`config.mk`:
```
export PLATFORM = sky130hd
export DESIGN_NAME = bootrom_flat
export DESIGN_NICKNAME = d
export VERILOG_FILES = /design/src/logic/system_pkg.sv /design/src/logic/mem_req_if.sv /design/src/logic/bootrom.sv /design/src/flat_wrapper.sv
export SDC_FILE = /design/constraint.sdc
export NUM_CORES = 1
export LEC_CHECK = 0
export BUFFER_PORTS_ARGS = -buffer_cell sky130_fd_sc_hd__buf_4
export CORE_MARGIN = 1
export CORE_UTILIZATION = 33
export CTS_CLUSTER_SIZE = 14
export DETAILED_ROUTE_END_ITERATION = 6
export GPL_TIMING_DRIVEN = 0
export PLACE_DENSITY = 0.87
export SYNTH_ARGS = -nofsm -noshare
export SYNTH_HDL_FRONTEND = slang
export SYNTH_SLANG_ARGS = --single-unit
```
`constraint.sdc`:
```
create_clock -name clk_i -period 2.43 [get_ports clk_i]
set_input_delay 0.1215 -clock clk_i [delete_from_list [all_inputs] [get_ports clk_i]]
set_output_delay 0.1215 -clock clk_i [all_outputs]
set_load 0.03 [all_outputs]
```
`src/logic/system_pkg.sv`:
```
// Shared data types, enums, address map and memory geometry
// for the system memory side of the cluster

package system_pkg;

  typedef logic [31:0] addr_t;
  typedef logic [31:0] data_t;
  typedef logic [3:0]  strb_t;

  // Decoded destination of a host request
  typedef enum logic [1:0] {
    TgtL2,
    TgtBootrom,
    TgtCtrl,
    TgtNone
  } target_e;

  // Byte offset bits inside one data word
  localparam int unsigned ByteOffsetWidth = $clog2($bits(strb_t));

  // Word index inside a 64 KiB peripheral window
  localparam int unsigned WinWordIdxWidth = 16 - ByteOffsetWidth;

  // Control register word offsets
  typedef enum logic [WinWordIdxWidth-1:0] {
    RegEoc      = 0,
    RegWakeUp   = 1,
    RegNumCores = 2
  } ctrl_reg_e;

  // L2 bank geometry, word interleaved across banks
  localparam int unsigned NumL2Banks      = 4;
  localparam int unsigned L2BankNumWords  = 256;
  localparam int unsigned L2BankSelLsb    = ByteOffsetWidth;
  localparam int unsigned L2BankIdxWidth  = $clog2(NumL2Banks);
  localparam int unsigned L2BankAddrWidth = $clog2(L2BankNumWords);
  localparam int unsigned L2Size          = NumL2Banks * L2BankNumWords * $bits(strb_t);

  // Address map
  localparam addr_t L2BaseAddr      = 32'h8000_0000;
  localparam addr_t BootromBaseAddr = 32'hA000_0000;
  localparam addr_t BootromEndAddr  = 32'hA001_0000;
  localparam addr_t CtrlBaseAddr    = 32'h4000_0000;
  localparam addr_t CtrlEndAddr     = 32'h4001_0000;

  // Boot ROM content
  localparam int unsigned BootromNumWords  = 64;
  localparam logic [15:0] BootromSignature = 16'hB007;

  localparam int unsigned NumCores = 8;

  // Requests in flight, kept a power of two so queue pointers wrap freely
  localparam int unsigned OrderDepth    = 4;
  localparam int unsigned OrderPtrWidth = $clog2(OrderDepth);

endpackage : system_pkg

```
`src/logic/mem_req_if.sv`:
```
// Word request and response channel, valid/ready on both directions

interface mem_req_if ();

  // Request group
  logic                req_valid;
  logic                req_ready;
  system_pkg::addr_t   req_addr;
  logic                req_write;
  system_pkg::data_t   req_wdata;
  system_pkg::strb_t   req_strb;

  // Response group
  logic                rsp_valid;
  logic                rsp_ready;
  system_pkg::data_t   rsp_rdata;
  logic                rsp_error;

  modport initiator (
    output req_valid, req_addr, req_write, req_wdata, req_strb, rsp_ready,
    input  req_ready, rsp_valid, rsp_rdata, rsp_error
  );

  modport target (
    input  req_valid, req_addr, req_write, req_wdata, req_strb, rsp_ready,
    output req_ready, rsp_valid, rsp_rdata, rsp_error
  );

endinterface : mem_req_if

```
`src/logic/bootrom.sv`:
```
// Read-only boot memory, each word holds a signature and its own index

module bootrom (
  input  logic      clk_i,
  input  logic      rst_i,
  mem_req_if.target bus
);

  logic accept;
  logic rsp_valid_q;
  logic rsp_error_q;

  logic [system_pkg::WinWordIdxWidth-1:0] word_idx;
  system_pkg::data_t                      rom_word;
  system_pkg::data_t                      rsp_rdata_q;

  assign bus.req_ready = !rsp_valid_q || bus.rsp_ready;
  assign accept        = bus.req_valid && bus.req_ready;

  assign word_idx = bus.req_addr[system_pkg::ByteOffsetWidth +: system_pkg::WinWordIdxWidth];

  // Content rule, zero past the populated words
  always_comb begin
    rom_word = '0;
    if (word_idx < system_pkg::BootromNumWords) begin
      rom_word = {system_pkg::BootromSignature, 16'(word_idx)};
    end
  end

  always_ff @(posedge clk_i) begin
    if (rst_i) begin
      rsp_valid_q <= 1'b0;
    end else if (accept) begin
      rsp_valid_q <= 1'b1;
    end else if (bus.rsp_ready) begin
      rsp_valid_q <= 1'b0;
    end
  end

  // Writes leave the content untouched and are flagged
  always_ff @(posedge clk_i) begin
    if (accept) begin
      rsp_error_q <= bus.req_write;
      rsp_rdata_q <= bus.req_write ? '0 : rom_word;
    end
  end

  assign bus.rsp_valid = rsp_valid_q;
  assign bus.rsp_rdata = rsp_rdata_q;
  assign bus.rsp_error = rsp_error_q;

endmodule : bootrom

```
`src/flat_wrapper.sv`:
```
// flat-port wrapper written by rule: the top's interface ports become plain ports
module bootrom_flat 
  (clk_i, rst_i, bus_req_valid, bus_req_addr, bus_req_write, bus_req_wdata, bus_req_strb, bus_rsp_ready, bus_req_ready, bus_rsp_valid, bus_rsp_rdata, bus_rsp_error);
  mem_req_if bus_i ();
  input  logic clk_i;
  input  logic rst_i;
  input wire logic [$bits(bus_i.req_valid)-1:0] bus_req_valid;
  input wire logic [$bits(bus_i.req_addr)-1:0] bus_req_addr;
  input wire logic [$bits(bus_i.req_write)-1:0] bus_req_write;
  input wire logic [$bits(bus_i.req_wdata)-1:0] bus_req_wdata;
  input wire logic [$bits(bus_i.req_strb)-1:0] bus_req_strb;
  input wire logic [$bits(bus_i.rsp_ready)-1:0] bus_rsp_ready;
  output wire logic [$bits(bus_i.req_ready)-1:0] bus_req_ready;
  output wire logic [$bits(bus_i.rsp_valid)-1:0] bus_rsp_valid;
  output wire logic [$bits(bus_i.rsp_rdata)-1:0] bus_rsp_rdata;
  output wire logic [$bits(bus_i.rsp_error)-1:0] bus_rsp_error;
  assign bus_i.req_valid = bus_req_valid;
  assign bus_i.req_addr = bus_req_addr;
  assign bus_i.req_write = bus_req_write;
  assign bus_i.req_wdata = bus_req_wdata;
  assign bus_i.req_strb = bus_req_strb;
  assign bus_i.rsp_ready = bus_rsp_ready;
  assign bus_req_ready = bus_i.req_ready;
  assign bus_rsp_valid = bus_i.rsp_valid;
  assign bus_rsp_rdata = bus_i.rsp_rdata;
  assign bus_rsp_error = bus_i.rsp_error;
  bootrom u_core (.clk_i(clk_i), .rst_i(rst_i), .bus(bus_i));
endmodule
```
==> flow_summary.toml <==
[setup_path]
cp-start-kind = "flop"
cp.depth = 2
cp-startpoint = "u_core.bus.rsp_valid$_SDFFE_PP0P_"
reg2reg_slack_ps = 1080
worstSetupPathType = "flop to flop"
r2r_cells = 2
cp.required_ps = 2350
reg2reg_to = "u_core.bus.rsp_error$_DFFE_PP_"
cp-endpoint = "u_core.bus.rsp_error$_DFFE_PP_"
path_cells = "nand2b_1 > and2_1"
slowest_delay_ps = 560
path_delay_family = "simple AND/OR/NAND/NOR gates"
crit_fanout = 16
crit_slowest_cell = "and2_1"
end_kind = "flop"
arrival_ps = 1270
crit-reg2reg-launch = "u_core.bus.rsp_valid$_SDFFE_PP0P_"
timing.critical_path.buf_inv = 0

[drt]
vias_per_cell = 3.81
vias = 571
wl_per_cell_um = 8.77
drc = 0
drt_pass1_iterations = 3
ant_nets = 0
drtIter0Drc = 1
routed_wl_um = 1320

[sta]
hold_violations = 0
setup_slack_ps = 1080
slew-limit-headroom_pct = 56.6
period_share_pct = 55.4
period_minus_slack_ps = 1350
fmax_mhz = 743
rsz0062_at_grt = "false"
finalSetupViolations = 0
finalSetupTns_ps = 0
tightest_slew_ps = 651
fin_worst_skew_ps = 4.63
drv_slew = 0

[power_and_ir_drop]
p_int_w = 0.000466
pwr-share-seq_pct = 52.8
p_leak_nw = 0.579
clkPwrFrac_pct = 21.9
p_comb_share_pct = 25.3
cellPowerDensity_nw_per_um2 = 509
power.switching_w = 0.000183
vdd_ir_drop_max_v = 0.000269
sw_frac_of_total_pct = 28.2

[global_routing]
track_usage_pct = 11.2
grt_pass1_wl_um = 2170
grt_util_met1_pct = 11.1
grt_use_met3_pct = 1.75
overflow = 0
grt_pass1_vias = 553
grt_max_degree = 17
busiest_layer = "met2"
met2_usage_pct = 21.8
antenna_found_initial = 0

[placement]
gp_congestion = 0.648
dpl.hpwl_um = 1150
io_buffers = 41
pre_cts_ws_ps = 1070

[outcome]
status = "completed"

[final_layout]
synthToLayoutAreaGrowth_pct = 54.9
multi_input_area_um2 = 246
final_nets = 196
diodes = 0
regArea_um2 = 500
drive_gt1_share_pct = 59.0
fillerInstances = 186

[floorplanning]
die_area_um2 = 2690
pin_count = 108
row_count = 17
placeableCoreArea_um2 = 2280
start_util_pct = 36.1
die_h_um = 51.9
die_w_um = 51.9

[clock_network]
clk_pin_slew_worst_paths_ps = 90
clock_sinks = 17
clockRootBuffer = "clkbuf_4"
cts_tree = "built"
clkLatencyLatePin_ps = 280
cts_inserted_buffers = 3
htree_levels = 1
clockBufferDepth = 2

[yosys]
netlist_area_um2 = 822
postSynthCellCount = 57
synth-seq-cells = 17
syn_area_per_cell_um2 = 14.4
synth_cell_type_count = 15
yosysSeqAreaShare_pct = 60.9
yosysWarnings = 0

[hold_path]
hold_class = "input pin to flop"
min_path_cells = 1
min_from = "bus_req_write"

[flow_run]
maxCapViolCount = 0
stage by stage:
step | total power (W) | hold WS (ps) | cell area (um^2) | utilization [%] | std cells
2_1_floorplan | 0.000455 | 191 | 893 | - | 76
6_report | 0.000649 | 27.9 | 1270 | 56.0 | 150
5_1_grt | 0.000681 | 3.64 | 1270 | 56.0 | 150
3_5_place_dp | 0.000513 | 284 | 1240 | 54.3 | 145
3_3_place_gp | 0.000509 | 281 | 1240 | 54.3 | 145
4_1_cts | 0.000656 | 15.3 | 1270 | 56.0 | 150
area by class of cell:
type | count | share of cell area (%)
multi-input cells | 39 | 19.4
repair buffers | 42 | 25.0
plain buffers | 19 | 11.2
well taps | 28 | 2.75
clock inverters | 1 | 0.393
flip-flops and latches | 17 | 39.3
clock buffers | 3 | 1.77
inverters | 1 | 0.295
layout by cell type (no fill, tap or decap):
cell | Yosys | final
buf_4 | 17 | 58
conb_1 | 1 | 20
edfxtp_1 | 16 | 16
nor3_2 | 7 | 7
or4b_1 | 6 | 6
clkbuf_4 | 0 | 3
nand2b_1 | 1 | 1
and2_1 | 1 | 1
or2_2 | 1 | 1
clkbuf_1 | 1 | 1
or4_4 | 1 | 1
buf_6 | 1 | 1
or3_1 | 1 | 1
inv_1 | 1 | 1
a21oi_1 | 1 | 1
clkinv_2 | 0 | 1
dlygate4sd3_1 | 0 | 1
dfxtp_1 | 1 | 1
registers in the layout, indices dropped and copies added, names as in the netlist:
| name | count |
|---|---|
| u_core.bus.rsp_error | 1 |
| u_core.bus.rsp_rdata | 15 |
| u_core.bus.rsp_valid | 1 |
routing by layer:
metal	part of all wire [%]	up-vias
li1	-	302
met1	36	229
met2	55	38
met3	7.8	2
met4	1.2	0
met5	0	-
Yosys cell counts:
master,count,area [um^2]
or4b_1,6,60.1
buf_6,1,11.3
or4_4,1,11.3
dfxtp_1,1,20.0
a21oi_1,1,5.00
and2_1,1,6.26
edfxtp_1,16,480
conb_1,1,3.75
nor3_2,7,70.1
or2_2,1,6.26
nand2b_1,1,6.26
clkbuf_1,1,3.75
inv_1,1,3.75
buf_4,17,128
or3_1,1,6.26
power groups by stage:
stage,Sequential (W),Combinational [W],Clock [W]
6_report,0.000343,0.000164,0.000142
5_1_grt,0.000345,0.000175,0.000162
4_1_cts,0.000343,0.000164,0.000149
3_5_place_dp,0.000350,0.000163,0
3_3_place_gp,0.000349,0.000161,0
2_1_floorplan,0.000382,0.0000727,0
worst register-to-register path, delay by kind of cell, from the launching register on:
family           cells  cell delay [ps]
flip-flops           1              320
AND/OR/NAND/NOR      2              670
worst min path at each step:
| stage | endpoint | slack [ps] |
|---|---|---|
| CTS | u_core.bus.rsp_error$_DFFE_PP_ | 20 |
| global placement | u_core.bus.rsp_valid$_SDFFE_PP0P_ | 280 |
| global route | u_core.bus.rsp_error$_DFFE_PP_ | 4 |
| floorplan | u_core.bus.rsp_valid$_SDFFE_PP0P_ | 190 |
| finish | u_core.bus.rsp_error$_DFFE_PP_ | 30 |
| detailed placement | u_core.bus.rsp_valid$_SDFFE_PP0P_ | 280 |
logic make-up (layout without fill, tap and decap cells):
| group | after synthesis | after routing | synth area share (%) |
|---|---|---|---|
| buf+inv | 20 | 66 | 17.8 |
| simple gates | 18 | 18 | 20.2 |
| flops | 17 | 17 | 60.9 |
| other cells | 1 | 20 | 0.456 |
| compound gates | 1 | 1 | 0.608 |
what timing repair did:
item / in CTS / in global routing
hold buffers: 1 / 0
resized for setup: 0 / 0
hold endpoints to repair: 1 / 0
buffers inserted: 0 / 0
(Power assumes the default switching activity.)
