===== config.mk =====
export PLATFORM = sky130hd
export DESIGN_NAME = soc_demux_flat
export DESIGN_NICKNAME = d
export VERILOG_FILES = /design/src/logic/system_pkg.sv /design/src/logic/mem_req_if.sv /design/src/logic/soc_demux.sv /design/src/flat_wrapper.sv
export SDC_FILE = /design/constraint.sdc
export NUM_CORES = 1
export LEC_CHECK = 0
export ABC_AREA = 1
export BUFFER_PORTS_ARGS = -buffer_cell sky130_fd_sc_hd__clkbuf_2
export CORE_AREA = 5 5 162 164
export CTS_CLUSTER_DIAMETER = 40
export DETAILED_ROUTE_END_ITERATION = 8
export DIE_AREA = 0 0 167 169
export SYNTH_ARGS = -nofsm -noshare
export SYNTH_HDL_FRONTEND = slang
export SYNTH_SLANG_ARGS = --single-unit
export TNS_END_PERCENT = 10

===== constraint.sdc =====
create_clock -name clk_i -period 3 [get_ports clk_i]
set_input_delay 0.15 -clock clk_i [delete_from_list [all_inputs] [get_ports clk_i]]
set_output_delay 0.15 -clock clk_i [all_outputs]
set_load 0.1 [all_outputs]

===== src/logic/system_pkg.sv =====
// Shared data types, enums, address map and memory geometry
// for the system memory side of the cluster

package system_pkg;

  typedef logic [31:0] addr_t;
  typedef logic [31:0] data_t;
  typedef logic [3:0]  strb_t;

  // Decoded destination of a host request
  typedef enum logic [1:0] {
    TgtL2,
    TgtBootrom,
    TgtCtrl,
    TgtNone
  } target_e;

  // Byte offset bits inside one data word
  localparam int unsigned ByteOffsetWidth = $clog2($bits(strb_t));

  // Word index inside a 64 KiB peripheral window
  localparam int unsigned WinWordIdxWidth = 16 - ByteOffsetWidth;

  // Control register word offsets
  typedef enum logic [WinWordIdxWidth-1:0] {
    RegEoc      = 0,
    RegWakeUp   = 1,
    RegNumCores = 2
  } ctrl_reg_e;

  // L2 bank geometry, word interleaved across banks
  localparam int unsigned NumL2Banks      = 4;
  localparam int unsigned L2BankNumWords  = 256;
  localparam int unsigned L2BankSelLsb    = ByteOffsetWidth;
  localparam int unsigned L2BankIdxWidth  = $clog2(NumL2Banks);
  localparam int unsigned L2BankAddrWidth = $clog2(L2BankNumWords);
  localparam int unsigned L2Size          = NumL2Banks * L2BankNumWords * $bits(strb_t);

  // Address map
  localparam addr_t L2BaseAddr      = 32'h8000_0000;
  localparam addr_t BootromBaseAddr = 32'hA000_0000;
  localparam addr_t BootromEndAddr  = 32'hA001_0000;
  localparam addr_t CtrlBaseAddr    = 32'h4000_0000;
  localparam addr_t CtrlEndAddr     = 32'h4001_0000;

  // Boot ROM content
  localparam int unsigned BootromNumWords  = 64;
  localparam logic [15:0] BootromSignature = 16'hB007;

  localparam int unsigned NumCores = 8;

  // Requests in flight, kept a power of two so queue pointers wrap freely
  localparam int unsigned OrderDepth    = 4;
  localparam int unsigned OrderPtrWidth = $clog2(OrderDepth);

endpackage : system_pkg


===== src/logic/mem_req_if.sv =====
// Word request and response channel, valid/ready on both directions

interface mem_req_if ();

  // Request group
  logic                req_valid;
  logic                req_ready;
  system_pkg::addr_t   req_addr;
  logic                req_write;
  system_pkg::data_t   req_wdata;
  system_pkg::strb_t   req_strb;

  // Response group
  logic                rsp_valid;
  logic                rsp_ready;
  system_pkg::data_t   rsp_rdata;
  logic                rsp_error;

  modport initiator (
    output req_valid, req_addr, req_write, req_wdata, req_strb, rsp_ready,
    input  req_ready, rsp_valid, rsp_rdata, rsp_error
  );

  modport target (
    input  req_valid, req_addr, req_write, req_wdata, req_strb, rsp_ready,
    output req_ready, rsp_valid, rsp_rdata, rsp_error
  );

endinterface : mem_req_if


===== src/logic/soc_demux.sv =====
// Address decoder with an order queue that returns responses
// in request order, plus the error responder for unmapped addresses

module soc_demux (
  input  logic              clk_i,
  input  logic              rst_i,
  input  logic              req_valid_i,
  input  logic              req_write_i,
  input  logic              rsp_ready_i,
  input  system_pkg::addr_t req_addr_i,
  input  system_pkg::data_t req_wdata_i,
  input  system_pkg::strb_t req_strb_i,
  output logic              req_ready_o,
  output logic              rsp_valid_o,
  output logic              rsp_error_o,
  output system_pkg::data_t rsp_rdata_o,
  mem_req_if.initiator      l2_if,
  mem_req_if.initiator      rom_if,
  mem_req_if.initiator      ctrl_if
);

  system_pkg::target_e tgt;
  system_pkg::target_e head;
  system_pkg::target_e order_q [system_pkg::OrderDepth];

  logic [system_pkg::OrderPtrWidth-1:0] wr_ptr, rd_ptr;
  logic [system_pkg::OrderPtrWidth:0]   count;
  logic q_full, q_empty, room;
  logic tgt_ready;
  logic push, pop;

  // Address map lookup
  always_comb begin
    tgt = system_pkg::TgtNone;
    if (req_addr_i >= system_pkg::L2BaseAddr &&
        req_addr_i < system_pkg::L2BaseAddr + system_pkg::addr_t'(system_pkg::L2Size)) begin
      tgt = system_pkg::TgtL2;
    end else if (req_addr_i >= system_pkg::BootromBaseAddr &&
                 req_addr_i < system_pkg::BootromEndAddr) begin
      tgt = system_pkg::TgtBootrom;
    end else if (req_addr_i >= system_pkg::CtrlBaseAddr &&
                 req_addr_i < system_pkg::CtrlEndAddr) begin
      tgt = system_pkg::TgtCtrl;
    end
  end

  assign q_full  = (count == system_pkg::OrderDepth);
  assign q_empty = (count == '0);
  assign room    = !q_full;
  assign head    = order_q[rd_ptr];

  // Request side, payload goes to every target and only valid is steered
  assign l2_if.req_valid   = req_valid_i && room && (tgt == system_pkg::TgtL2);
  assign rom_if.req_valid  = req_valid_i && room && (tgt == system_pkg::TgtBootrom);
  assign ctrl_if.req_valid = req_valid_i && room && (tgt == system_pkg::TgtCtrl);

  assign l2_if.req_addr    = req_addr_i;
  assign l2_if.req_write   = req_write_i;
  assign l2_if.req_wdata   = req_wdata_i;
  assign l2_if.req_strb    = req_strb_i;
  assign rom_if.req_addr   = req_addr_i;
  assign rom_if.req_write  = req_write_i;
  assign rom_if.req_wdata  = req_wdata_i;
  assign rom_if.req_strb   = req_strb_i;
  assign ctrl_if.req_addr  = req_addr_i;
  assign ctrl_if.req_write = req_write_i;
  assign ctrl_if.req_wdata = req_wdata_i;
  assign ctrl_if.req_strb  = req_strb_i;

  always_comb begin
    case (tgt)
      system_pkg::TgtL2:      tgt_ready = l2_if.req_ready;
      system_pkg::TgtBootrom: tgt_ready = rom_if.req_ready;
      system_pkg::TgtCtrl:    tgt_ready = ctrl_if.req_ready;
      default:                tgt_ready = 1'b1;
    endcase
  end

  assign req_ready_o = tgt_ready && room;
  assign push        = req_valid_i && req_ready_o;
  assign pop         = rsp_valid_o && rsp_ready_i;

  // Response side serves only the target at the head of the queue
  always_comb begin
    rsp_valid_o       = 1'b0;
    rsp_error_o       = 1'b0;
    rsp_rdata_o       = '0;
    l2_if.rsp_ready   = 1'b0;
    rom_if.rsp_ready  = 1'b0;
    ctrl_if.rsp_ready = 1'b0;
    if (!q_empty) begin
      case (head)
        system_pkg::TgtL2: begin
          rsp_valid_o     = l2_if.rsp_valid;
          rsp_error_o     = l2_if.rsp_error;
          rsp_rdata_o     = l2_if.rsp_rdata;
          l2_if.rsp_ready = rsp_ready_i;
        end
        system_pkg::TgtBootrom: begin
          rsp_valid_o      = rom_if.rsp_valid;
          rsp_error_o      = rom_if.rsp_error;
          rsp_rdata_o      = rom_if.rsp_rdata;
          rom_if.rsp_ready = rsp_ready_i;
        end
        system_pkg::TgtCtrl: begin
          rsp_valid_o       = ctrl_if.rsp_valid;
          rsp_error_o       = ctrl_if.rsp_error;
          rsp_rdata_o       = ctrl_if.rsp_rdata;
          ctrl_if.rsp_ready = rsp_ready_i;
        end
        default: begin
          // Unmapped address answers straight away
          rsp_valid_o = 1'b1;
          rsp_error_o = 1'b1;
        end
      endcase
    end
  end

  always_ff @(posedge clk_i) begin
    if (rst_i) begin
      wr_ptr <= '0;
      rd_ptr <= '0;
      count  <= '0;
    end else begin
      if (push) begin
        wr_ptr <= wr_ptr + 1'b1;
      end
      if (pop) begin
        rd_ptr <= rd_ptr + 1'b1;
      end
      if (push && !pop) begin
        count <= count + 1'b1;
      end else if (pop && !push) begin
        count <= count - 1'b1;
      end
    end
  end

  always_ff @(posedge clk_i) begin
    if (push) begin
      order_q[wr_ptr] <= tgt;
    end
  end

  // Occupancy never passes the depth and matches the pointer distance
  a_no_push_when_full : assert property (
    @(posedge clk_i) disable iff (rst_i)
    count <= system_pkg::OrderDepth &&
    count[system_pkg::OrderPtrWidth-1:0] == wr_ptr - rd_ptr);

  a_rsp_stable : assert property (
    @(posedge clk_i) disable iff (rst_i)
    rsp_valid_o && !rsp_ready_i |=>
      rsp_valid_o && $stable(rsp_rdata_o) && $stable(rsp_error_o));

endmodule : soc_demux


===== src/flat_wrapper.sv =====
// flat-port wrapper written by rule: the top's interface ports become plain ports
module soc_demux_flat 
  (clk_i, rst_i, req_valid_i, req_write_i, rsp_ready_i, req_addr_i, req_wdata_i, req_strb_i, req_ready_o, rsp_valid_o, rsp_error_o, rsp_rdata_o, l2_if_req_valid, l2_if_req_addr, l2_if_req_write, l2_if_req_wdata, l2_if_req_strb, l2_if_rsp_ready, l2_if_req_ready, l2_if_rsp_valid, l2_if_rsp_rdata, l2_if_rsp_error, rom_if_req_valid, rom_if_req_addr, rom_if_req_write, rom_if_req_wdata, rom_if_req_strb, rom_if_rsp_ready, rom_if_req_ready, rom_if_rsp_valid, rom_if_rsp_rdata, rom_if_rsp_error, ctrl_if_req_valid, ctrl_if_req_addr, ctrl_if_req_write, ctrl_if_req_wdata, ctrl_if_req_strb, ctrl_if_rsp_ready, ctrl_if_req_ready, ctrl_if_rsp_valid, ctrl_if_rsp_rdata, ctrl_if_rsp_error);
  mem_req_if l2_if_i ();
  mem_req_if rom_if_i ();
  mem_req_if ctrl_if_i ();
  input  logic clk_i;
  input  logic rst_i;
  input  logic req_valid_i;
  input  logic req_write_i;
  input  logic rsp_ready_i;
  input  system_pkg::addr_t req_addr_i;
  input  system_pkg::data_t req_wdata_i;
  input  system_pkg::strb_t req_strb_i;
  output logic req_ready_o;
  output logic rsp_valid_o;
  output logic rsp_error_o;
  output system_pkg::data_t rsp_rdata_o;
  output wire logic [$bits(l2_if_i.req_valid)-1:0] l2_if_req_valid;
  output wire logic [$bits(l2_if_i.req_addr)-1:0] l2_if_req_addr;
  output wire logic [$bits(l2_if_i.req_write)-1:0] l2_if_req_write;
  output wire logic [$bits(l2_if_i.req_wdata)-1:0] l2_if_req_wdata;
  output wire logic [$bits(l2_if_i.req_strb)-1:0] l2_if_req_strb;
  output wire logic [$bits(l2_if_i.rsp_ready)-1:0] l2_if_rsp_ready;
  input wire logic [$bits(l2_if_i.req_ready)-1:0] l2_if_req_ready;
  input wire logic [$bits(l2_if_i.rsp_valid)-1:0] l2_if_rsp_valid;
  input wire logic [$bits(l2_if_i.rsp_rdata)-1:0] l2_if_rsp_rdata;
  input wire logic [$bits(l2_if_i.rsp_error)-1:0] l2_if_rsp_error;
  output wire logic [$bits(rom_if_i.req_valid)-1:0] rom_if_req_valid;
  output wire logic [$bits(rom_if_i.req_addr)-1:0] rom_if_req_addr;
  output wire logic [$bits(rom_if_i.req_write)-1:0] rom_if_req_write;
  output wire logic [$bits(rom_if_i.req_wdata)-1:0] rom_if_req_wdata;
  output wire logic [$bits(rom_if_i.req_strb)-1:0] rom_if_req_strb;
  output wire logic [$bits(rom_if_i.rsp_ready)-1:0] rom_if_rsp_ready;
  input wire logic [$bits(rom_if_i.req_ready)-1:0] rom_if_req_ready;
  input wire logic [$bits(rom_if_i.rsp_valid)-1:0] rom_if_rsp_valid;
  input wire logic [$bits(rom_if_i.rsp_rdata)-1:0] rom_if_rsp_rdata;
  input wire logic [$bits(rom_if_i.rsp_error)-1:0] rom_if_rsp_error;
  output wire logic [$bits(ctrl_if_i.req_valid)-1:0] ctrl_if_req_valid;
  output wire logic [$bits(ctrl_if_i.req_addr)-1:0] ctrl_if_req_addr;
  output wire logic [$bits(ctrl_if_i.req_write)-1:0] ctrl_if_req_write;
  output wire logic [$bits(ctrl_if_i.req_wdata)-1:0] ctrl_if_req_wdata;
  output wire logic [$bits(ctrl_if_i.req_strb)-1:0] ctrl_if_req_strb;
  output wire logic [$bits(ctrl_if_i.rsp_ready)-1:0] ctrl_if_rsp_ready;
  input wire logic [$bits(ctrl_if_i.req_ready)-1:0] ctrl_if_req_ready;
  input wire logic [$bits(ctrl_if_i.rsp_valid)-1:0] ctrl_if_rsp_valid;
  input wire logic [$bits(ctrl_if_i.rsp_rdata)-1:0] ctrl_if_rsp_rdata;
  input wire logic [$bits(ctrl_if_i.rsp_error)-1:0] ctrl_if_rsp_error;
  assign l2_if_req_valid = l2_if_i.req_valid;
  assign l2_if_req_addr = l2_if_i.req_addr;
  assign l2_if_req_write = l2_if_i.req_write;
  assign l2_if_req_wdata = l2_if_i.req_wdata;
  assign l2_if_req_strb = l2_if_i.req_strb;
  assign l2_if_rsp_ready = l2_if_i.rsp_ready;
  assign l2_if_i.req_ready = l2_if_req_ready;
  assign l2_if_i.rsp_valid = l2_if_rsp_valid;
  assign l2_if_i.rsp_rdata = l2_if_rsp_rdata;
  assign l2_if_i.rsp_error = l2_if_rsp_error;
  assign rom_if_req_valid = rom_if_i.req_valid;
  assign rom_if_req_addr = rom_if_i.req_addr;
  assign rom_if_req_write = rom_if_i.req_write;
  assign rom_if_req_wdata = rom_if_i.req_wdata;
  assign rom_if_req_strb = rom_if_i.req_strb;
  assign rom_if_rsp_ready = rom_if_i.rsp_ready;
  assign rom_if_i.req_ready = rom_if_req_ready;
  assign rom_if_i.rsp_valid = rom_if_rsp_valid;
  assign rom_if_i.rsp_rdata = rom_if_rsp_rdata;
  assign rom_if_i.rsp_error = rom_if_rsp_error;
  assign ctrl_if_req_valid = ctrl_if_i.req_valid;
  assign ctrl_if_req_addr = ctrl_if_i.req_addr;
  assign ctrl_if_req_write = ctrl_if_i.req_write;
  assign ctrl_if_req_wdata = ctrl_if_i.req_wdata;
  assign ctrl_if_req_strb = ctrl_if_i.req_strb;
  assign ctrl_if_rsp_ready = ctrl_if_i.rsp_ready;
  assign ctrl_if_i.req_ready = ctrl_if_req_ready;
  assign ctrl_if_i.rsp_valid = ctrl_if_rsp_valid;
  assign ctrl_if_i.rsp_rdata = ctrl_if_rsp_rdata;
  assign ctrl_if_i.rsp_error = ctrl_if_rsp_error;
  soc_demux u_core (.clk_i(clk_i), .rst_i(rst_i), .req_valid_i(req_valid_i), .req_write_i(req_write_i), .rsp_ready_i(rsp_ready_i), .req_addr_i(req_addr_i), .req_wdata_i(req_wdata_i), .req_strb_i(req_strb_i), .req_ready_o(req_ready_o), .rsp_valid_o(rsp_valid_o), .rsp_error_o(rsp_error_o), .rsp_rdata_o(rsp_rdata_o), .l2_if(l2_if_i), .rom_if(rom_if_i), .ctrl_if(ctrl_if_i));
endmodule

==> out/summary.txt <==
YOSYS
------------------------------------------------------------------------------------
Area fraction in and, or, nand and nor cells after synthesis                  0.3054
Distinct cell type count of the synthesized netlist                               29
Netlist Area Pre-Place                                                      3581 um2
Parity-gate share of the synthesized area counting xor and xnor cells       0.002446
Post-synthesis async set-or-reset flop share                                       0
Synth warnings                                                                     0
Number of enable flip-flop cells after synthesis                                   8
Largest family of logic cells by synthesized area                       buffers and inverters
Sequential-to-total area share from yosys stat                                0.1174
Prevailing post-synth register cell                                     sky130_fd_sc_hd__dfxtp_1
Gate count after technology mapping                                              563
Mean cell area of the mapped netlist                                       6.360 um2
Mux contribution to synthesized area                                               0
Synth Net Count                                                                  747
Compound-Gate Fraction of Synth Area                                         0.02481
Flip-flop and latch count after synthesis                                         17
Adder-cell share of the synthesized area                                     0.02306

DIE
------------------------------------------------------------------------------------
Row cnt                                                                           58
Boundary pin count                                                               426
Die extent in y                                                               169 um
Die Area                                                                   28220 um2
Starting Density                                                              0.1447
Core area                                                                  24750 um2
Overall die width                                                             167 um

TIMING
------------------------------------------------------------------------------------
Worst Hold Margin                                                           132.1 ps
Number of failing hold endpoints at the final stage                                0
Pins over their slew limit                                                         0
Fmax achieved                                                              395.5 MHz
# setup viols final                                                                0
Transition time at the pin with the least slew margin                       592.8 ps
Time the final worst path needs with I/O delays and setup                    2529 ps
Setup total negative slack                                                      0 ps
Period utilization                                                            0.8429
Unrepaired setup endpoints after global routing                                false
Layout Skew                                                                 3.996 ps
Max-slew headroom                                                             0.6065

PLACED DESIGN
------------------------------------------------------------------------------------
Gpl congestion                                                                0.9010
Detailed Place HPWL                                                          9764 um
I/O Buffers                                                                      229
Placed cells                                                                     908

ROUTING
------------------------------------------------------------------------------------
Count of nets left with antenna violations after detail routing                    0
Mean number of vias per cell                                                   3.463
Via count                                                                       3158
DRT Wirelength                                                              11540 um
Violation count after the first detailed-routing iteration                       101
Average wire per cell in the routed design                                  12.66 um
Post-route DRC violation count                                                     0
Drt first pass iters                                                               4

FINISH
------------------------------------------------------------------------------------
Net count of the finished layout                                                 767
Filler cell count                                                               2879
Post-route core utilization                                                   0.1472
Final cell count without fillers                                                 912
Proportion of layout cells with a drive suffix above 1                        0.4485
Antenna cells                                                                      0
Area growth from synthesis to final layout                                    1.712%

CLOCKING
------------------------------------------------------------------------------------
Count of H-tree levels built during CTS                                            1
Cts-stage hold buffer count                                                        0
Count of buffers added by post-CTS timing repair for setup                         0
Number of CTS-inserted buffers                                                     3
TritonCTS Sinks                                                                   17
Buffers from clock root to sink, at most                                           2
TritonCTS clock tree                                                           built
Number of gates resized after cts                                                  0
Clock root buffer                                                       sky130_fd_sc_hd__clkbuf_16
Clock network latency to the later pin of the worst-skew pair                 240 ps
Clock transition at path regs                                                  50 ps

POWER AND IR DROP
------------------------------------------------------------------------------------
Power per cell area                                                      1079 nW/um2
Leak pwr                                                                    2.170 nW
VDD IR max                                                                 0.4956 mV
Total power of the final layout                                             3.930 mW

HOLD PATH
------------------------------------------------------------------------------------
Path type of the worst min-delay path                                      in -> reg

GRT
------------------------------------------------------------------------------------
Total Routing Usage GR                                                       0.07320
Maximum number of pins on one net before global-route repair                      34
Wire length of the first global-routing pass                                16750 um
Remaining Overflow, GRT                                                            0
Antenna violations before repair                                                   0
Via count of the first global-routing pass                                      3123

WORST SETUP PATH
------------------------------------------------------------------------------------
Critical path type                                                        reg -> out
Maximum fanout along the worst path                                               32
Arr. time, crit path                                                         2380 ps
Required time reported for the critical path endpoint                        2850 ps
Setup crit start kind                                                       register
Type of destination of the critical path                                  output pin

STATUS
------------------------------------------------------------------------------------
Outcome                                                                 finished clean

FLOW RUN
------------------------------------------------------------------------------------
Count of maximum capacitance violations                                            0

synthesized netlist by cell type (4+ instances only):
cell type	count	area, um2
sky130_fd_sc_hd__nor2_1	26	97.59
sky130_fd_sc_hd__edfxtp_1	8	240.2
sky130_fd_sc_hd__o21ai_0	6	30.03
sky130_fd_sc_hd__ha_1	5	62.56
sky130_fd_sc_hd__nand2_4	6	67.56
sky130_fd_sc_hd__nand3_1	38	190.2
sky130_fd_sc_hd__nand3_2	5	50.05
sky130_fd_sc_hd__a21oi_1	6	30.03
sky130_fd_sc_hd__dfxtp_1	9	180.2
sky130_fd_sc_hd__inv_1	56	210.2
sky130_fd_sc_hd__nand2_1	154	578.1
sky130_fd_sc_hd__nor3_1	4	20.02
sky130_fd_sc_hd__buf_4	213	1599
worst paths after layout:
path,start,end,slack (ps),cells past startpoint
worst max-delay path,register,rsp_rdata_o[25],470,12
worst min-delay path,rst_i,register,130,2
worst max register to register,register,u_core.count[2]$_SDFFE_PP0P_,580,15
worst min register to register,u_core.rd_ptr[1]$_SDFFE_PP0P_,u_core.rd_ptr[1]$_SDFFE_PP0P_,490,2
layer usage:
metal | global-route usage | vias to the layer above | routed length (um)
met5 | 0.006957 | - | 0
met4 | 0.01174 | 0 | 144
met3 | 0.05838 | 8 | 2278
met2 | 0.1224 | 322 | 5207
met1 | 0.07248 | 1294 | 3913
li1 | - | 1534 | -
worst max-delay path: stages (launching register included):
cell and delay (ps):
sky130_fd_sc_hd__dfxtp_1 390, sky130_fd_sc_hd__inv_2 70, sky130_fd_sc_hd__nand2_1 70, sky130_fd_sc_hd__nand3_2 80, sky130_fd_sc_hd__nand2_4 110, sky130_fd_sc_hd__inv_4 70, sky130_fd_sc_hd__nor2_8 90, sky130_fd_sc_hd__buf_4 350
sky130_fd_sc_hd__nand2_1 190, sky130_fd_sc_hd__nand3_1 120, sky130_fd_sc_hd__nand2_1 50, sky130_fd_sc_hd__inv_1 60, sky130_fd_sc_hd__clkbuf_2 440
stage by stage:
step | instance area (um2) | worst slack (ps)
4_1_cts | 3642 | 434.3
2_1_floorplan | 3581 | 68.96
3_5_place_dp | 3563 | 395.9
6_report | 3642 | 471.3
5_1_grt | 3642 | 260.9
3_3_place_gp | 3563 | 350.4
power by group:
part	internal [mW]	switching [mW]	total [mW]
sequential	0.288	0.0418	0.330
clock	0.180	0.0773	0.257
combinational	0.593	2.75	3.34
final cells by class:
type	count	area, um2	share of cell area
clock buffer	4	78.83	0.02164
inverter	62	242.7	0.06664
multi-input combinational	265	1274	0.3497
sequential	17	420.4	0.1154
tap	330	412.9	0.1134
timing repair buffer	234	1214	0.3332
logic make-up after synthesis:
group	after synthesis
buffers and inverters	281
and+or+nand+nor	243
DFF	17
AOI/OAI and AO/OA	15
adders and majority gates	6
xor gates and xnor gates	1
cells in the final DEF, fill, tap and decap left out:
cell / count
sky130_fd_sc_hd__nand2_1: 154
sky130_fd_sc_hd__nand2_4: 6
sky130_fd_sc_hd__inv_4: 2
sky130_fd_sc_hd__nand3_4: 1
sky130_fd_sc_hd__o21ai_4: 1
sky130_fd_sc_hd__clkbuf_16: 3
sky130_fd_sc_hd__edfxtp_1: 8
sky130_fd_sc_hd__fa_1: 1
sky130_fd_sc_hd__nand2_2: 3
sky130_fd_sc_hd__nand4_1: 1
sky130_fd_sc_hd__nor2_2: 1
sky130_fd_sc_hd__dfxtp_1: 9
sky130_fd_sc_hd__o21ai_0: 6
sky130_fd_sc_hd__inv_1: 56
sky130_fd_sc_hd__xor2_1: 1
sky130_fd_sc_hd__clkbuf_1: 1
sky130_fd_sc_hd__nand3_2: 5
sky130_fd_sc_hd__buf_4: 5
sky130_fd_sc_hd__clkbuf_2: 227
sky130_fd_sc_hd__nand3b_1: 2
sky130_fd_sc_hd__clkinv_4: 1
sky130_fd_sc_hd__nand3_1: 38
sky130_fd_sc_hd__ha_1: 5
sky130_fd_sc_hd__inv_2: 3
sky130_fd_sc_hd__and2_1: 1
sky130_fd_sc_hd__a21oi_1: 6
sky130_fd_sc_hd__a31oi_1: 2
sky130_fd_sc_hd__nor3_1: 4
sky130_fd_sc_hd__nor2_8: 1
sky130_fd_sc_hd__buf_12: 2
sky130_fd_sc_hd__nor2_1: 26
No activity file was read; power rests on OpenSTA's default activity.
