--- src/logic/system_pkg.sv ---
// Shared data types, enums, address map and memory geometry
// for the system memory side of the cluster

package system_pkg;

  typedef logic [31:0] addr_t;
  typedef logic [31:0] data_t;
  typedef logic [3:0]  strb_t;

  // Decoded destination of a host request
  typedef enum logic [1:0] {
    TgtL2,
    TgtBootrom,
    TgtCtrl,
    TgtNone
  } target_e;

  // Byte offset bits inside one data word
  localparam int unsigned ByteOffsetWidth = $clog2($bits(strb_t));

  // Word index inside a 64 KiB peripheral window
  localparam int unsigned WinWordIdxWidth = 16 - ByteOffsetWidth;

  // Control register word offsets
  typedef enum logic [WinWordIdxWidth-1:0] {
    RegEoc      = 0,
    RegWakeUp   = 1,
    RegNumCores = 2
  } ctrl_reg_e;

  // L2 bank geometry, word interleaved across banks
  localparam int unsigned NumL2Banks      = 4;
  localparam int unsigned L2BankNumWords  = 256;
  localparam int unsigned L2BankSelLsb    = ByteOffsetWidth;
  localparam int unsigned L2BankIdxWidth  = $clog2(NumL2Banks);
  localparam int unsigned L2BankAddrWidth = $clog2(L2BankNumWords);
  localparam int unsigned L2Size          = NumL2Banks * L2BankNumWords * $bits(strb_t);

  // Address map
  localparam addr_t L2BaseAddr      = 32'h8000_0000;
  localparam addr_t BootromBaseAddr = 32'hA000_0000;
  localparam addr_t BootromEndAddr  = 32'hA001_0000;
  localparam addr_t CtrlBaseAddr    = 32'h4000_0000;
  localparam addr_t CtrlEndAddr     = 32'h4001_0000;

  // Boot ROM content
  localparam int unsigned BootromNumWords  = 64;
  localparam logic [15:0] BootromSignature = 16'hB007;

  localparam int unsigned NumCores = 8;

  // Requests in flight, kept a power of two so queue pointers wrap freely
  localparam int unsigned OrderDepth    = 4;
  localparam int unsigned OrderPtrWidth = $clog2(OrderDepth);

endpackage : system_pkg

--- src/logic/mem_req_if.sv ---
// Word request and response channel, valid/ready on both directions

interface mem_req_if ();

  // Request group
  logic                req_valid;
  logic                req_ready;
  system_pkg::addr_t   req_addr;
  logic                req_write;
  system_pkg::data_t   req_wdata;
  system_pkg::strb_t   req_strb;

  // Response group
  logic                rsp_valid;
  logic                rsp_ready;
  system_pkg::data_t   rsp_rdata;
  logic                rsp_error;

  modport initiator (
    output req_valid, req_addr, req_write, req_wdata, req_strb, rsp_ready,
    input  req_ready, rsp_valid, rsp_rdata, rsp_error
  );

  modport target (
    input  req_valid, req_addr, req_write, req_wdata, req_strb, rsp_ready,
    output req_ready, rsp_valid, rsp_rdata, rsp_error
  );

endinterface : mem_req_if

--- src/logic/ctrl_registers.sv ---
// Control registers: end of computation, core wake-up pulse
// and the read-only core count

module ctrl_registers (
  input  logic                            clk_i,
  input  logic                            rst_i,
  mem_req_if.target                       bus,
  output logic                            eoc_valid_o,
  output logic [system_pkg::NumCores-1:0] wake_up_o
);

  logic accept;
  logic wake_write;
  logic rsp_valid_q;
  logic rsp_error_q;
  logic rd_error;

  logic [system_pkg::WinWordIdxWidth-1:0] offset;
  logic [system_pkg::NumCores-1:0]        wake_up_q;
  system_pkg::data_t                      eoc_q;
  system_pkg::data_t                      rd_data;
  system_pkg::data_t                      rsp_rdata_q;

  assign offset     = bus.req_addr[system_pkg::ByteOffsetWidth +: system_pkg::WinWordIdxWidth];
  assign wake_write = bus.req_write && (offset == system_pkg::RegWakeUp);

  // A wake-up write right behind another pulse waits one cycle,
  // so the cores always see separate pulses
  assign bus.req_ready = (!rsp_valid_q || bus.rsp_ready) && !(wake_write && wake_up_q != '0);
  assign accept        = bus.req_valid && bus.req_ready;

  // Read data and decode error for the addressed word
  always_comb begin
    rd_data  = '0;
    rd_error = 1'b0;
    case (offset)
      system_pkg::RegEoc:      rd_data = bus.req_write ? '0 : eoc_q;
      system_pkg::RegWakeUp:   rd_data = '0;
      system_pkg::RegNumCores: rd_data = bus.req_write ? '0 : system_pkg::data_t'(system_pkg::NumCores);
      default:                 rd_error = 1'b1;
    endcase
  end

  always_ff @(posedge clk_i) begin
    if (rst_i) begin
      rsp_valid_q <= 1'b0;
      eoc_q       <= '0;
      wake_up_q   <= '0;
    end else begin
      wake_up_q <= '0;
      if (accept) begin
        rsp_valid_q <= 1'b1;
        if (bus.req_write && offset == system_pkg::RegEoc) begin
          for (int i = 0; i < $bits(system_pkg::strb_t); i++) begin
            if (bus.req_strb[i]) begin
              eoc_q[8*i +: 8] <= bus.req_wdata[8*i +: 8];
            end
          end
        end
        if (wake_write) begin
          wake_up_q <= bus.req_wdata[system_pkg::NumCores-1:0];
        end
      end else if (bus.rsp_ready) begin
        rsp_valid_q <= 1'b0;
      end
    end
  end

  always_ff @(posedge clk_i) begin
    if (accept) begin
      rsp_rdata_q <= rd_data;
      rsp_error_q <= rd_error;
    end
  end

  assign bus.rsp_valid = rsp_valid_q;
  assign bus.rsp_rdata = rsp_rdata_q;
  assign bus.rsp_error = rsp_error_q;
  assign eoc_valid_o   = eoc_q[0];
  assign wake_up_o     = wake_up_q;

  a_wake_up_single_cycle : assert property (
    @(posedge clk_i) disable iff (rst_i) (wake_up_o != '0) |=> (wake_up_o == '0));

endmodule : ctrl_registers

--- src/flat_wrapper.sv ---
// flat-port wrapper written by rule: the top's interface ports become plain ports
module ctrl_registers_flat 
  (clk_i, rst_i, eoc_valid_o, wake_up_o, bus_req_valid, bus_req_addr, bus_req_write, bus_req_wdata, bus_req_strb, bus_rsp_ready, bus_req_ready, bus_rsp_valid, bus_rsp_rdata, bus_rsp_error);
  mem_req_if bus_i ();
  input  logic clk_i;
  input  logic rst_i;
  output logic eoc_valid_o;
  output logic [system_pkg::NumCores-1:0] wake_up_o;
  input wire logic [$bits(bus_i.req_valid)-1:0] bus_req_valid;
  input wire logic [$bits(bus_i.req_addr)-1:0] bus_req_addr;
  input wire logic [$bits(bus_i.req_write)-1:0] bus_req_write;
  input wire logic [$bits(bus_i.req_wdata)-1:0] bus_req_wdata;
  input wire logic [$bits(bus_i.req_strb)-1:0] bus_req_strb;
  input wire logic [$bits(bus_i.rsp_ready)-1:0] bus_rsp_ready;
  output wire logic [$bits(bus_i.req_ready)-1:0] bus_req_ready;
  output wire logic [$bits(bus_i.rsp_valid)-1:0] bus_rsp_valid;
  output wire logic [$bits(bus_i.rsp_rdata)-1:0] bus_rsp_rdata;
  output wire logic [$bits(bus_i.rsp_error)-1:0] bus_rsp_error;
  assign bus_i.req_valid = bus_req_valid;
  assign bus_i.req_addr = bus_req_addr;
  assign bus_i.req_write = bus_req_write;
  assign bus_i.req_wdata = bus_req_wdata;
  assign bus_i.req_strb = bus_req_strb;
  assign bus_i.rsp_ready = bus_rsp_ready;
  assign bus_req_ready = bus_i.req_ready;
  assign bus_rsp_valid = bus_i.rsp_valid;
  assign bus_rsp_rdata = bus_i.rsp_rdata;
  assign bus_rsp_error = bus_i.rsp_error;
  ctrl_registers u_core (.clk_i(clk_i), .rst_i(rst_i), .bus(bus_i), .eoc_valid_o(eoc_valid_o), .wake_up_o(wake_up_o));
endmodule
--- config.mk ---
export PLATFORM = sky130hd
export DESIGN_NAME = ctrl_registers_flat
export DESIGN_NICKNAME = d
export VERILOG_FILES = /design/src/logic/system_pkg.sv /design/src/logic/mem_req_if.sv /design/src/logic/ctrl_registers.sv /design/src/flat_wrapper.sv
export SDC_FILE = /design/constraint.sdc
export NUM_CORES = 1
export LEC_CHECK = 0
export BUFFER_PORTS_ARGS = -buffer_cell sky130_fd_sc_hd__buf_2
export CORE_UTILIZATION = 40
export CTS_CLUSTER_DIAMETER = 200
export DETAILED_ROUTE_END_ITERATION = 10
export PLACE_DENSITY = 0.66
export SLEW_MARGIN = 5
export SYNTH_ARGS = -nofsm -noshare
export SYNTH_HDL_FRONTEND = slang
export SYNTH_SLANG_ARGS = --single-unit
--- constraint.sdc ---
create_clock -name clk_i -period 8.6 [get_ports clk_i]
set_input_delay 0 -clock clk_i [delete_from_list [all_inputs] [get_ports clk_i]]
set_output_delay 0 -clock clk_i [all_outputs]
set_load 0.05 [all_outputs]
==> results of run 1 <==
==> cell families (layout without fill, tap and decap cells) <==
kind of cell    after synthesis  in the layout  synth area share (%)
flops                        74             74                 61.23
simple gates                110            110                 23.64
compound gates               67             67                 11.33
buf+inv                      21            154                 3.805
==> where the power goes <==
| part | internal (W) | switching (W) | leakage [nW] |
|---|---|---|---|
| sequential | 0.000373 | 0.00000181 | 0.663 |
| clock | 0.000163 | 0.000125 | 0.101 |
| combinational | 0.0000272 | 0.0000481 | 0.855 |
| total | 0.000564 | 0.000175 | 1.62 |
==> sequential cells by signal, indices dropped and copies added (netlist names) <==
| signal | flops |
|---|---|
| u_core.bus.rsp_rdata | 32 |
| u_core.eoc_q | 32 |
| u_core.wake_up_o | 8 |
| u_core.bus.rsp_error | 1 |
| u_core.bus.rsp_valid | 1 |
==> cell type report <==
type / count / area, sq um
Clock inverter: 5 / 80.08
Multi-Input combinational cell: 177 / 1046
Tap cell: 96 / 120.1
Fill cell: 631 / 2910
Timing Repair Buffer: 137 / 878.3
Inverter: 1 / 3.754
Clock buffer: 11 / 131.4
Sequential cell: 74 / 1812
==> timing repair <==
item | CTS | global route
buffers inserted | 0 | 0
setup endpoints to repair | 0 | 0
hold endpoints to repair | 43 | 0
hold buffers | 38 | 0
==> metal layers <==
metal	global-route usage (%)	up-vias	part of all wire (%)
met4	7.771	0	1.0
met1	22.72	1167	46
met3	5.467	7	5.3
met5	0	-	0
met2	31.22	81	48
li1	-	1234	-
==> stage by stage <==
stage,total power (W),std cells
floorplan,0.0004215,272
global placement,0.0004456,447
detailed placement,0.0004462,447
CTS,0.0007455,501
global route,0.0007650,501
finish,0.0007385,501
==> synthesized netlist by cell type, types with 2 or more instances <==
master    number  area [sq um]
dfxtp_1       41         820.8
nor4_1         2         12.51
and4_1         5         43.79
nor3_1         2         10.01
nand3_1       33         165.2
nor2b_1        6         37.54
a21oi_1       33         165.2
or4_1          2         15.01
edfxtp_1      33         991.0
nor4_4         2         42.54
nor2_1         6         22.52
buf_6          3         33.78
o21ai_0       34         170.2
and2_1        39         244.0
buf_2          3         15.01
clkbuf_1       9         33.78
clkbuf_2       3         15.01
nand4_1        6         37.54
nand2_1        2         7.510
==> critical path, delay by kind of cell <==
family,cells,cell delay [ns]
compound gates,2,0.59
buf+inv,2,0.66
simple gates,2,1.20
==> worst max path at each step <==
stage / endpoint / start / slack, ns / depth (start not counted)
2_1_floorplan: u_core.bus.rsp_error$_DFFE_PP_ / u_core.wake_up_o[5]$_SDFF_PP0_ / 4.55 / 4
3_3_place_gp: u_core.eoc_q[0]$_SDFFE_PP0P_ / bus_req_addr[11] / 6.43 / 5
3_5_place_dp: u_core.eoc_q[5]$_SDFFE_PP0P_ / bus_req_addr[11] / 6.35 / 5
4_1_cts: u_core.eoc_q[18]$_SDFFE_PP0P_ / bus_req_addr[8] / 6.32 / 6
5_1_grt: u_core.eoc_q[19]$_SDFFE_PP0P_ / bus_req_addr[8] / 6.06 / 6
6_report: u_core.eoc_q[26]$_SDFFE_PP0P_ / bus_req_addr[8] / 6.33 / 6
==> metrics.csv, run 1 <==
metric;value;unit
synth_cell_types;27;
setup_viol;0;
hpwl;4347;um
dp_slack;6.353;ns
track_usage;18.73;%
holdWs;0.1601;ns
remaining_drc_errors;0;
final-hold-violation-count;0;
clk_latency;0.33;ns
synthFlopType;dfxtp_1;
crit_slowest_cell;nand4_1;
grt_pass1_wl;10760;um
r2r_start;u_core.wake_up_o[1]$_SDFF_PP0_;
numCtsBuffers;9;
path_clk_slew;0.07;ns
clkSinkCount;74;
num_rows;30;
seq_area_frac_synth;61.23;%
h-tree-depth;3;
ys_seq_elements;74;
io_buffers;98;
post_cts_resized;0;
wl;6985;um
io_pins;117;
final_cell_mix;98 x buf_2, 41 x dfxtp_1, 39 x and2_1, 38 x dlygate4sd3_1, 34 x o21ai_0;
dieWidth;88.01;um
drtPass1Iterations;4;
cts_tree;built;
cts-root-buf;clkbuf_8;
arrival;2.46;ns
min_to;u_core.bus.rsp_valid$_SDFFE_PP0P_;
syn2layout_area_growth;37.59;%
syn_area_per_cell;10.88;sq um
slew_headroom;22.00;%
drive_gt1_share;29.14;%
worstPathCellList;dlygate4sd3_1, buf_2, nor4_4, nand4_1, o21ai_0, a21oi_1;
final_util;58.32;%
fin_nets;473;
max_stage_delay;0.97;ns
first_global_vias;2333;
synth-edff-count;33;
worst_ep_required_time;8.79;ns
fin_ws;6.331;ns
clock_path_buffers;2;
drv_slew;0;
die-area;0.007746;sq mm
grt_max_degree;35;
wl_per_cell;13.94;um
holdCritPathClass;in2reg;
finalSetupTns;0;ns
maxCapViolations;0;
ff2ff_setup_slack;6.55;ns
critPathMaxFanout;32;
outcome;complete, no violations;
clock.fmax;440.6;MHz
viasPerCell;4.968;
worstReg2RegEnd;u_core.bus.rsp_rdata[15]$_DFFE_PP_;
grt_remaining_overflow;0;
syn_nets;345;
globalplace.congestion;0.7129;
ant_nets;0;
die_y;88.01;um
n_antenna_cell;0;
cp-end-kind;flip-flop;
drt_iter0_markers;73;
peakVddDrop;108.3;uV
p_per_area;181.4;mW/mm^2
placedInstanceArea;0.003480;sq mm
reg2reg_depth;5;
holdPathStages;3;
vias;2489;
grt_setup_unrepaired;false;
hold_path_startpoint;bus_rsp_ready;
synth_area;0.002959;sq mm
finalCritPeriodShare;26.39;%
antenna_found_initial;0;
yosysWarnings;0;
final_common_cell;buf_2;
power_leakage;1.618;nW
ys_async_sr_fraction;0;%
synthCells;272;
design_area;0.004071;sq mm
core_area;0.006982;sq mm
critical_path.startpoint_type;input port;
fin_skew;0.005650;ns
floorplan.initialDensity;42.38;%
path_class;in2reg;
tightest_slew;1.167;ns
finalCriticalPeriod;2.269;ns
Power figures use the tool's default switching activity.
==> run 2, diff against run 1 <==
--- a/config.mk
+++ b/config.mk
@@ -5,11 +5,12 @@
 export SDC_FILE = /design/constraint.sdc
 export NUM_CORES = 1
 export LEC_CHECK = 0
+export ABC_AREA = 1
 export BUFFER_PORTS_ARGS = -buffer_cell sky130_fd_sc_hd__buf_2
 export CORE_UTILIZATION = 40
 export CTS_CLUSTER_DIAMETER = 200
 export DETAILED_ROUTE_END_ITERATION = 10
-export PLACE_DENSITY = 0.66
+export PLACE_DENSITY = 0.65
 export SLEW_MARGIN = 5
 export SYNTH_ARGS = -nofsm -noshare
 export SYNTH_HDL_FRONTEND = slang
==> constraint.sdc (replaced) <==
create_clock -name clk_i -period 2.2 [get_ports clk_i]
set_input_delay 0 -clock clk_i [delete_from_list [all_inputs] [get_ports clk_i]]
set_output_delay 0 -clock clk_i [all_outputs]
set_load 0.05 [all_outputs]
==> metrics.csv, run 2 <==
metric;value;unit;change
outcome;complete, no violations;;
p_per_area;643.2;mW/mm^2;+250%
yosysWarnings;0;;unchanged
synth_area;0.003227;sq mm;+9.0%
finalCriticalPeriod;1.980;ns;
final-hold-violation-count;0;;unchanged
crit_family;simple AND/OR/NAND/NOR gates;;
yosys-top-cells-area;edfxtp_1 31%, dfxtp_1 25%, nor2_1 12%;;
cp_num_cells;6;;unchanged
tightest_slew;0.7200;ns;-0.4466 ns
io_pins;117;;unchanged
m1WireLength;3358;um;+4.5%
die-area;0.008430;sq mm;+8.8%
antenna_found_initial;0;;unchanged
finalCritPeriodShare;89.99;%;
arrival;1.98;ns;-0.48 ns
track_usage;19.08;%;+0.36 points
clk_latency;0.34;ns;about the same
final_common_cell;nor2_1;;
first_global_vias;2808;;+20%
wl_per_cell;11.99;um;-14%
max_stage_delay;0.56;ns;-0.41 ns
crit_slowest_cell;nor2_4;;
dr.max_layer_used;met4;;
dp.cells;568;;+27%
cts_setup_buffers;0;;unchanged
die_y;91.82;um;+4.3%
fin_nets;586;;+24%
cts-root-buf;clkbuf_8;;
cp-end-kind;primary output;;
synth_cell_types;21;;-22%
syn2layout_area_growth;34.66;%;
multi_input_area;0.001144;sq mm;+9.3%
synth-edff-count;33;;unchanged
wl_met3;315;um;-15%
power_leakage;1.868;nW;+15%
final_cell_mix;101 x nor2_1, 98 x buf_2, 69 x nand2_1, 45 x inv_1, 41 x dfxtp_1;;
yosys.area.top_type_share;30.71;%;-2.8 points
h-tree-depth;3;;unchanged
peakVddDrop;311.6;uV;+190%
maxCapViolations;0;;unchanged
grt_remaining_overflow;0;;unchanged
slew_headroom;51.89;%;+30 points
n_antenna_cell;0;;unchanged
synthTopCellsByCount;102 x nor2_1, 69 x nand2_1, 46 x inv_1;;
wl;7431;um;+6.4%
fin_cells;620;;+24%
setup_viol;0;;unchanged
clkSinkCount;74;;unchanged
ys_seq_elements;74;;unchanged
io_buffers;98;;unchanged
path_common_cell;nor2_1;;
holdPathStages;5;;+2
fin_skew;0.006773;ns;+0.001123 ns
syn_nets;453;;+31%
synthCells;380;;+40%
hpwl;4954;um;+14%
holdCritPathClass;in2reg;;
holdWs;0.01181;ns;-0.1483 ns
grt_setup_unrepaired;false;;
globalplace.congestion;0.8361;;+17%
floorplan.initialDensity;41.54;%;-0.84 points
finalSetupTns;0;ns;unchanged
critical_path.startpoint_type;flip-flop;;
drive_gt1_share;27.22;%;-1.9 points
cts_tree;built;;
fin_ws;0.2203;ns;-6.110 ns
fillCellCount;760;;+20%
wl_met2;3592;um;+8.0%
num_rows;32;;+6.7%
synthFlopType;dfxtp_1;;
numCtsBuffers;9;;unchanged
path_clk_slew;0.07;ns;about the same
synth_area_leader_cell;edfxtp_1;;
grt_max_degree;34;;-2.9%
vias;2828;;+14%
remaining_drc_errors;0;;unchanged
syn_area_per_cell;8.492;sq um;-22%
viasPerCell;4.561;;-8.2%
ant_nets;0;;unchanged
path_class;reg2out;;
finalPower;0.002795;W;+280%
critPathMaxFanout;33;;+3.1%
dp_slack;0.1404;ns;-6.212 ns
seq_area_frac_synth;56.15;%;-5.1 points
final-seq-area;0.001812;sq mm;unchanged
worst_ep_required_time;2.20;ns;-6.59 ns
reg2reg_depth;7;;+2
grt_pass1_wl;12540;um;+17%
critPathBufInv;2;;unchanged
core_area;0.007767;sq mm;+11%
drtPass1Iterations;4;;unchanged
clock.fmax;505.1;MHz;
yosysMostFrequentCell;nor2_1;;
drv_slew;0;;unchanged
dieWidth;91.82;um;+4.3%
drt_iter0_markers;107;;+47%
ys_async_sr_fraction;0;%;unchanged
worstPathCellList;nor2_1, nand4_1, inv_1, nor2_1, nor2_4, buf_2;;
clock_path_buffers;2;;unchanged
## run 2: cell count changes after synthesis, sizes merged, moves of 4 or more
| cell | previous run | this run |
|---|---|---|
| a21oi | 33 | 1 |
| and2 | 39 | 0 |
| and4 | 5 | 0 |
| inv | 1 | 49 |
| nand2 | 2 | 69 |
| nand3 | 33 | 5 |
| nand4 | 7 | 35 |
| nor2 | 6 | 118 |
| nor2b | 6 | 0 |
| nor4 | 4 | 8 |
| o21ai | 34 | 1 |
## run 2: per-layer routing
metal | track usage [%] | up-vias
met4 | 9.505 | 0
li1 | - | 1487
met1 | 22.69 | 1243
met5 | 0 | -
met3 | 3.483 | 15
met2 | 33.08 | 83
## run 2: layout make-up
type                       instances  share of cell area (%)
clock buffer                      12                   3.110
clock inverter                     4                   1.008
inverter                          49                   4.319
multi-input combinational        239                   26.32
sequential                        74                   41.69
tap                              102                   2.937
timing repair buffer             140                   20.62
## run 2: path summary, 6_finish.rpt
kind | from | to | slack, ns
min reg2reg | u_core.eoc_q[10]$_SDFFE_PP0P_ | u_core.eoc_q[10]$_SDFFE_PP0P_ | 0.49
max reg2reg | u_core.wake_up_o[3]$_SDFF_PP0_ | u_core.wake_up_o[3]$_SDFF_PP0_ | 0.27
min | bus_req_wdata[17] | u_core.eoc_q[17]$_SDFFE_PP0P_ | 0.01
max | u_core.wake_up_o[3]$_SDFF_PP0_ | bus_req_ready | 0.22
## run 2: tightest hold or removal path, delay by kind of cell
family	cells	cell delay, ns
simple gates	3	0.20
buf+inv	2	0.12
## run 2: through the flow
step                      cell area (sq um)  util [%]
after global routing                   4345     55.94
after global placement                 3801     48.94
after CTS                              4345     55.94
final                                  4345     55.94
after floorplan                        3231         -
after detailed placement               3801     48.94
## run 2: where the power goes
| group | internal (W) | leakage (nW) | switching (W) | total, W |
|---|---|---|---|---|
| Clock | 0.000518 | 0.0918 | 0.000465 | 0.000983 |
| Sequential | 0.00146 | 0.664 | 0.00000682 | 0.00147 |
| Combinational | 0.000113 | 1.11 | 0.000231 | 0.000344 |
## run 2: what timing repair did
item | CTS | global route
setup endpoints to repair | 1 | 0
gates resized for setup | 1 | 0
endpoints found under the hold margin | 28 | 0
hold buffers | 36 | 0
## run 2: cells by family after synthesis
family	synth area share (%)
AND/OR/NAND/NOR	34.63
flip-flops	56.15
AO/OA/AOI/OAI	0.5814
buffers and inverters	8.647
==> run 3, diff against run 2 <==
--- a/config.mk
+++ b/config.mk
@@ -5,12 +5,12 @@
 export SDC_FILE = /design/constraint.sdc
 export NUM_CORES = 1
 export LEC_CHECK = 0
-export ABC_AREA = 1
+export ABC_CLOCK_PERIOD_IN_PS = 2200
 export BUFFER_PORTS_ARGS = -buffer_cell sky130_fd_sc_hd__buf_2
 export CORE_UTILIZATION = 40
 export CTS_CLUSTER_DIAMETER = 200
 export DETAILED_ROUTE_END_ITERATION = 10
-export PLACE_DENSITY = 0.65
+export PLACE_DENSITY = 0.66
 export SLEW_MARGIN = 5
 export SYNTH_ARGS = -nofsm -noshare
 export SYNTH_HDL_FRONTEND = slang
==> metrics.csv, run 3 (synthesis results as in run 1) <==
metric;value;unit;change
drt_iter0_markers;125;;+17%
finalCritPeriodShare;85.30;%;-4.7 points
grt_setup_unrepaired;false;;
fin_skew;0.005739;ns;-0.001034 ns
critical_path.startpoint_type;flip-flop;;
grt_remaining_overflow;0;;unchanged
wl;6812;um;-8.3%
swShare;24.08;%;-1.1 points
arrival;1.90;ns;-0.08 ns
cts-root-buf;clkbuf_8;;
ant_nets;0;;unchanged
fin_nets;475;;-19%
viasPerCell;4.922;;+7.9%
seq_power_share;53.8;%;+1.3 points
ff2ff_setup_slack;0.32;ns;+0.05 ns
final_cell_mix;98 x buf_2, 39 x and2_1, 36 x dlygate4sd3_1, 34 x o21ai_0;;
globalplace.congestion;0.7805;;-6.6%
holdWs;0.02088;ns;+0.009068 ns
remaining_drc_errors;0;;unchanged
maxCapViolations;0;;unchanged
die-area;0.007746;sq mm;-8.1%
worst_ep_required_time;2.22;ns;+0.02 ns
power_leakage;1.628;nW;-13%
path_clk_slew;0.07;ns;about the same
num_rows;30;;-6.3%
drtPass1Iterations;4;;unchanged
tightest_slew;0.6529;ns;-0.06705 ns
fin_cells;503;;-19%
final_util;58.58;%;+2.6 points
critPathMaxFanout;17;;-48%
wl_per_cell;13.54;um;+13%
p_int;0.002061;W;-1.4%
final-hold-violation-count;0;;unchanged
io_buffers;98;;unchanged
clkSinkCount;74;;unchanged
n_antenna_cell;0;;unchanged
numCtsBuffers;9;;unchanged
core_area;0.006982;sq mm;-10%
grt_pass1_wl;10680;um;-15%
finalPower;0.002715;W;-2.8%
syn2layout_area_growth;38.22;%;
track_usage;18.34;%;-0.75 points
drv_slew;0;;unchanged
p_per_area;663.9;mW/mm^2;+3.2%
first_global_vias;2348;;-16%
dieWidth;88.01;um;-4.1%
final_common_cell;buf_2;;
grt_max_degree;35;;+2.9%
cts_tree;built;;
slew_headroom;56.47;%;+4.6 points
floorplan.initialDensity;42.38;%;+0.84 points
p_comb_share;10.9;%;-1.4 points
vias;2476;;-12%
post_cts_resized;0;;-1
die_y;88.01;um;-4.1%
path_class;reg2reg;;
peakVddDrop;310.3;uV;-0.44%
drive_gt1_share;33.17;%;+5.9 points
dp.cells;451;;-21%
cp-end-kind;flip-flop;;
p_clk_share;35.3;%;about the same
switching_power;0.0006539;W;-7.1%
clock_path_buffers;2;;unchanged
clock.fmax;532.9;MHz;+5.5%
clk_latency;0.33;ns;about the same
hpwl;4430;um;-11%
outcome;complete, no violations;;
finalCriticalPeriod;1.877;ns;-0.1031 ns
setup_viol;0;;unchanged
antenna_found_initial;0;;unchanged
io_pins;117;;unchanged
holdCritPathClass;in2reg;;
h-tree-depth;3;;unchanged
run 3: cell types whose count changed in the layout (fill, tap and decap cells not counted), sizes merged, moves of 5 or more:
cell,delta
and4,+5
nand2,-67
nand4,-28
inv,-47
o21ai,+33
nand3,+28
nor2,-112
and2,+39
nor2b,+6
a21oi,+32
run 3: path summary, 6_finish.rpt:
path,endpoint,cells past startpoint,start
min,u_core.bus.rsp_valid$_SDFFE_PP0P_,3,bus_req_valid
min reg2reg,u_core.eoc_q[4]$_SDFFE_PP0P_,2,u_core.eoc_q[4]$_SDFFE_PP0P_
max reg2reg,u_core.bus.rsp_rdata[28]$_DFFE_PP_,5,u_core.wake_up_o[2]$_SDFF_PP0_
max,u_core.bus.rsp_rdata[28]$_DFFE_PP_,5,u_core.wake_up_o[2]$_SDFF_PP0_
run 3: metal layers:
layer	GRT usage, %	share of wire, %
met5	0	0
met4	7.478	0.94
met3	3.770	5.4
met2	31.08	49
met1	22.89	44
run 3: stage by stage:
stage               setup TNS, ns  instance area [sq um]  setup slack (ns)
global route                    0                   4090            0.2626
finish                          0                   4090            0.3234
detailed placement              0                   3547            0.3173
CTS                             0                   4090            0.3035
floorplan                  -7.711                   3008           -0.2337
global placement                0                   3547            0.3309
run 3: critical path: stages, from the launching register on:
cell,delay (ns)
dfxtp_4,0.34
or4_4,0.57
nor2_4,0.13
nor2_2,0.06
nor3_4,0.20
buf_4,0.27
run 3: what timing repair did:
| item | 4_1_cts | 5_1_grt |
|---|---|---|
| hold endpoints to repair | 42 | 0 |
| buffers inserted | 0 | 0 |
| hold buffers | 36 | 0 |
run 3: power groups by stage:
stage | sequential [W] | clock, W | combinational, W
3_3_place_gp | 0.00149 | 0 | 0.000247
2_1_floorplan | 0.00159 | 0 | 0.0000502
5_1_grt | 0.00146 | 0.00105 | 0.000314
3_5_place_dp | 0.00149 | 0 | 0.000248
4_1_cts | 0.00146 | 0.000986 | 0.000295
6_report | 0.00146 | 0.000959 | 0.000295
run 3: layout make-up:
type | instances | area, sq um
flip-flops and latches | 74 | 1832
inverters | 1 | 3.754
repair buffers | 139 | 888.4
clock inverters | 2 | 10.01
multi-input cells | 177 | 1064
well taps | 96 | 120.1
clock buffers | 14 | 172.7
fillers | 628 | 2892
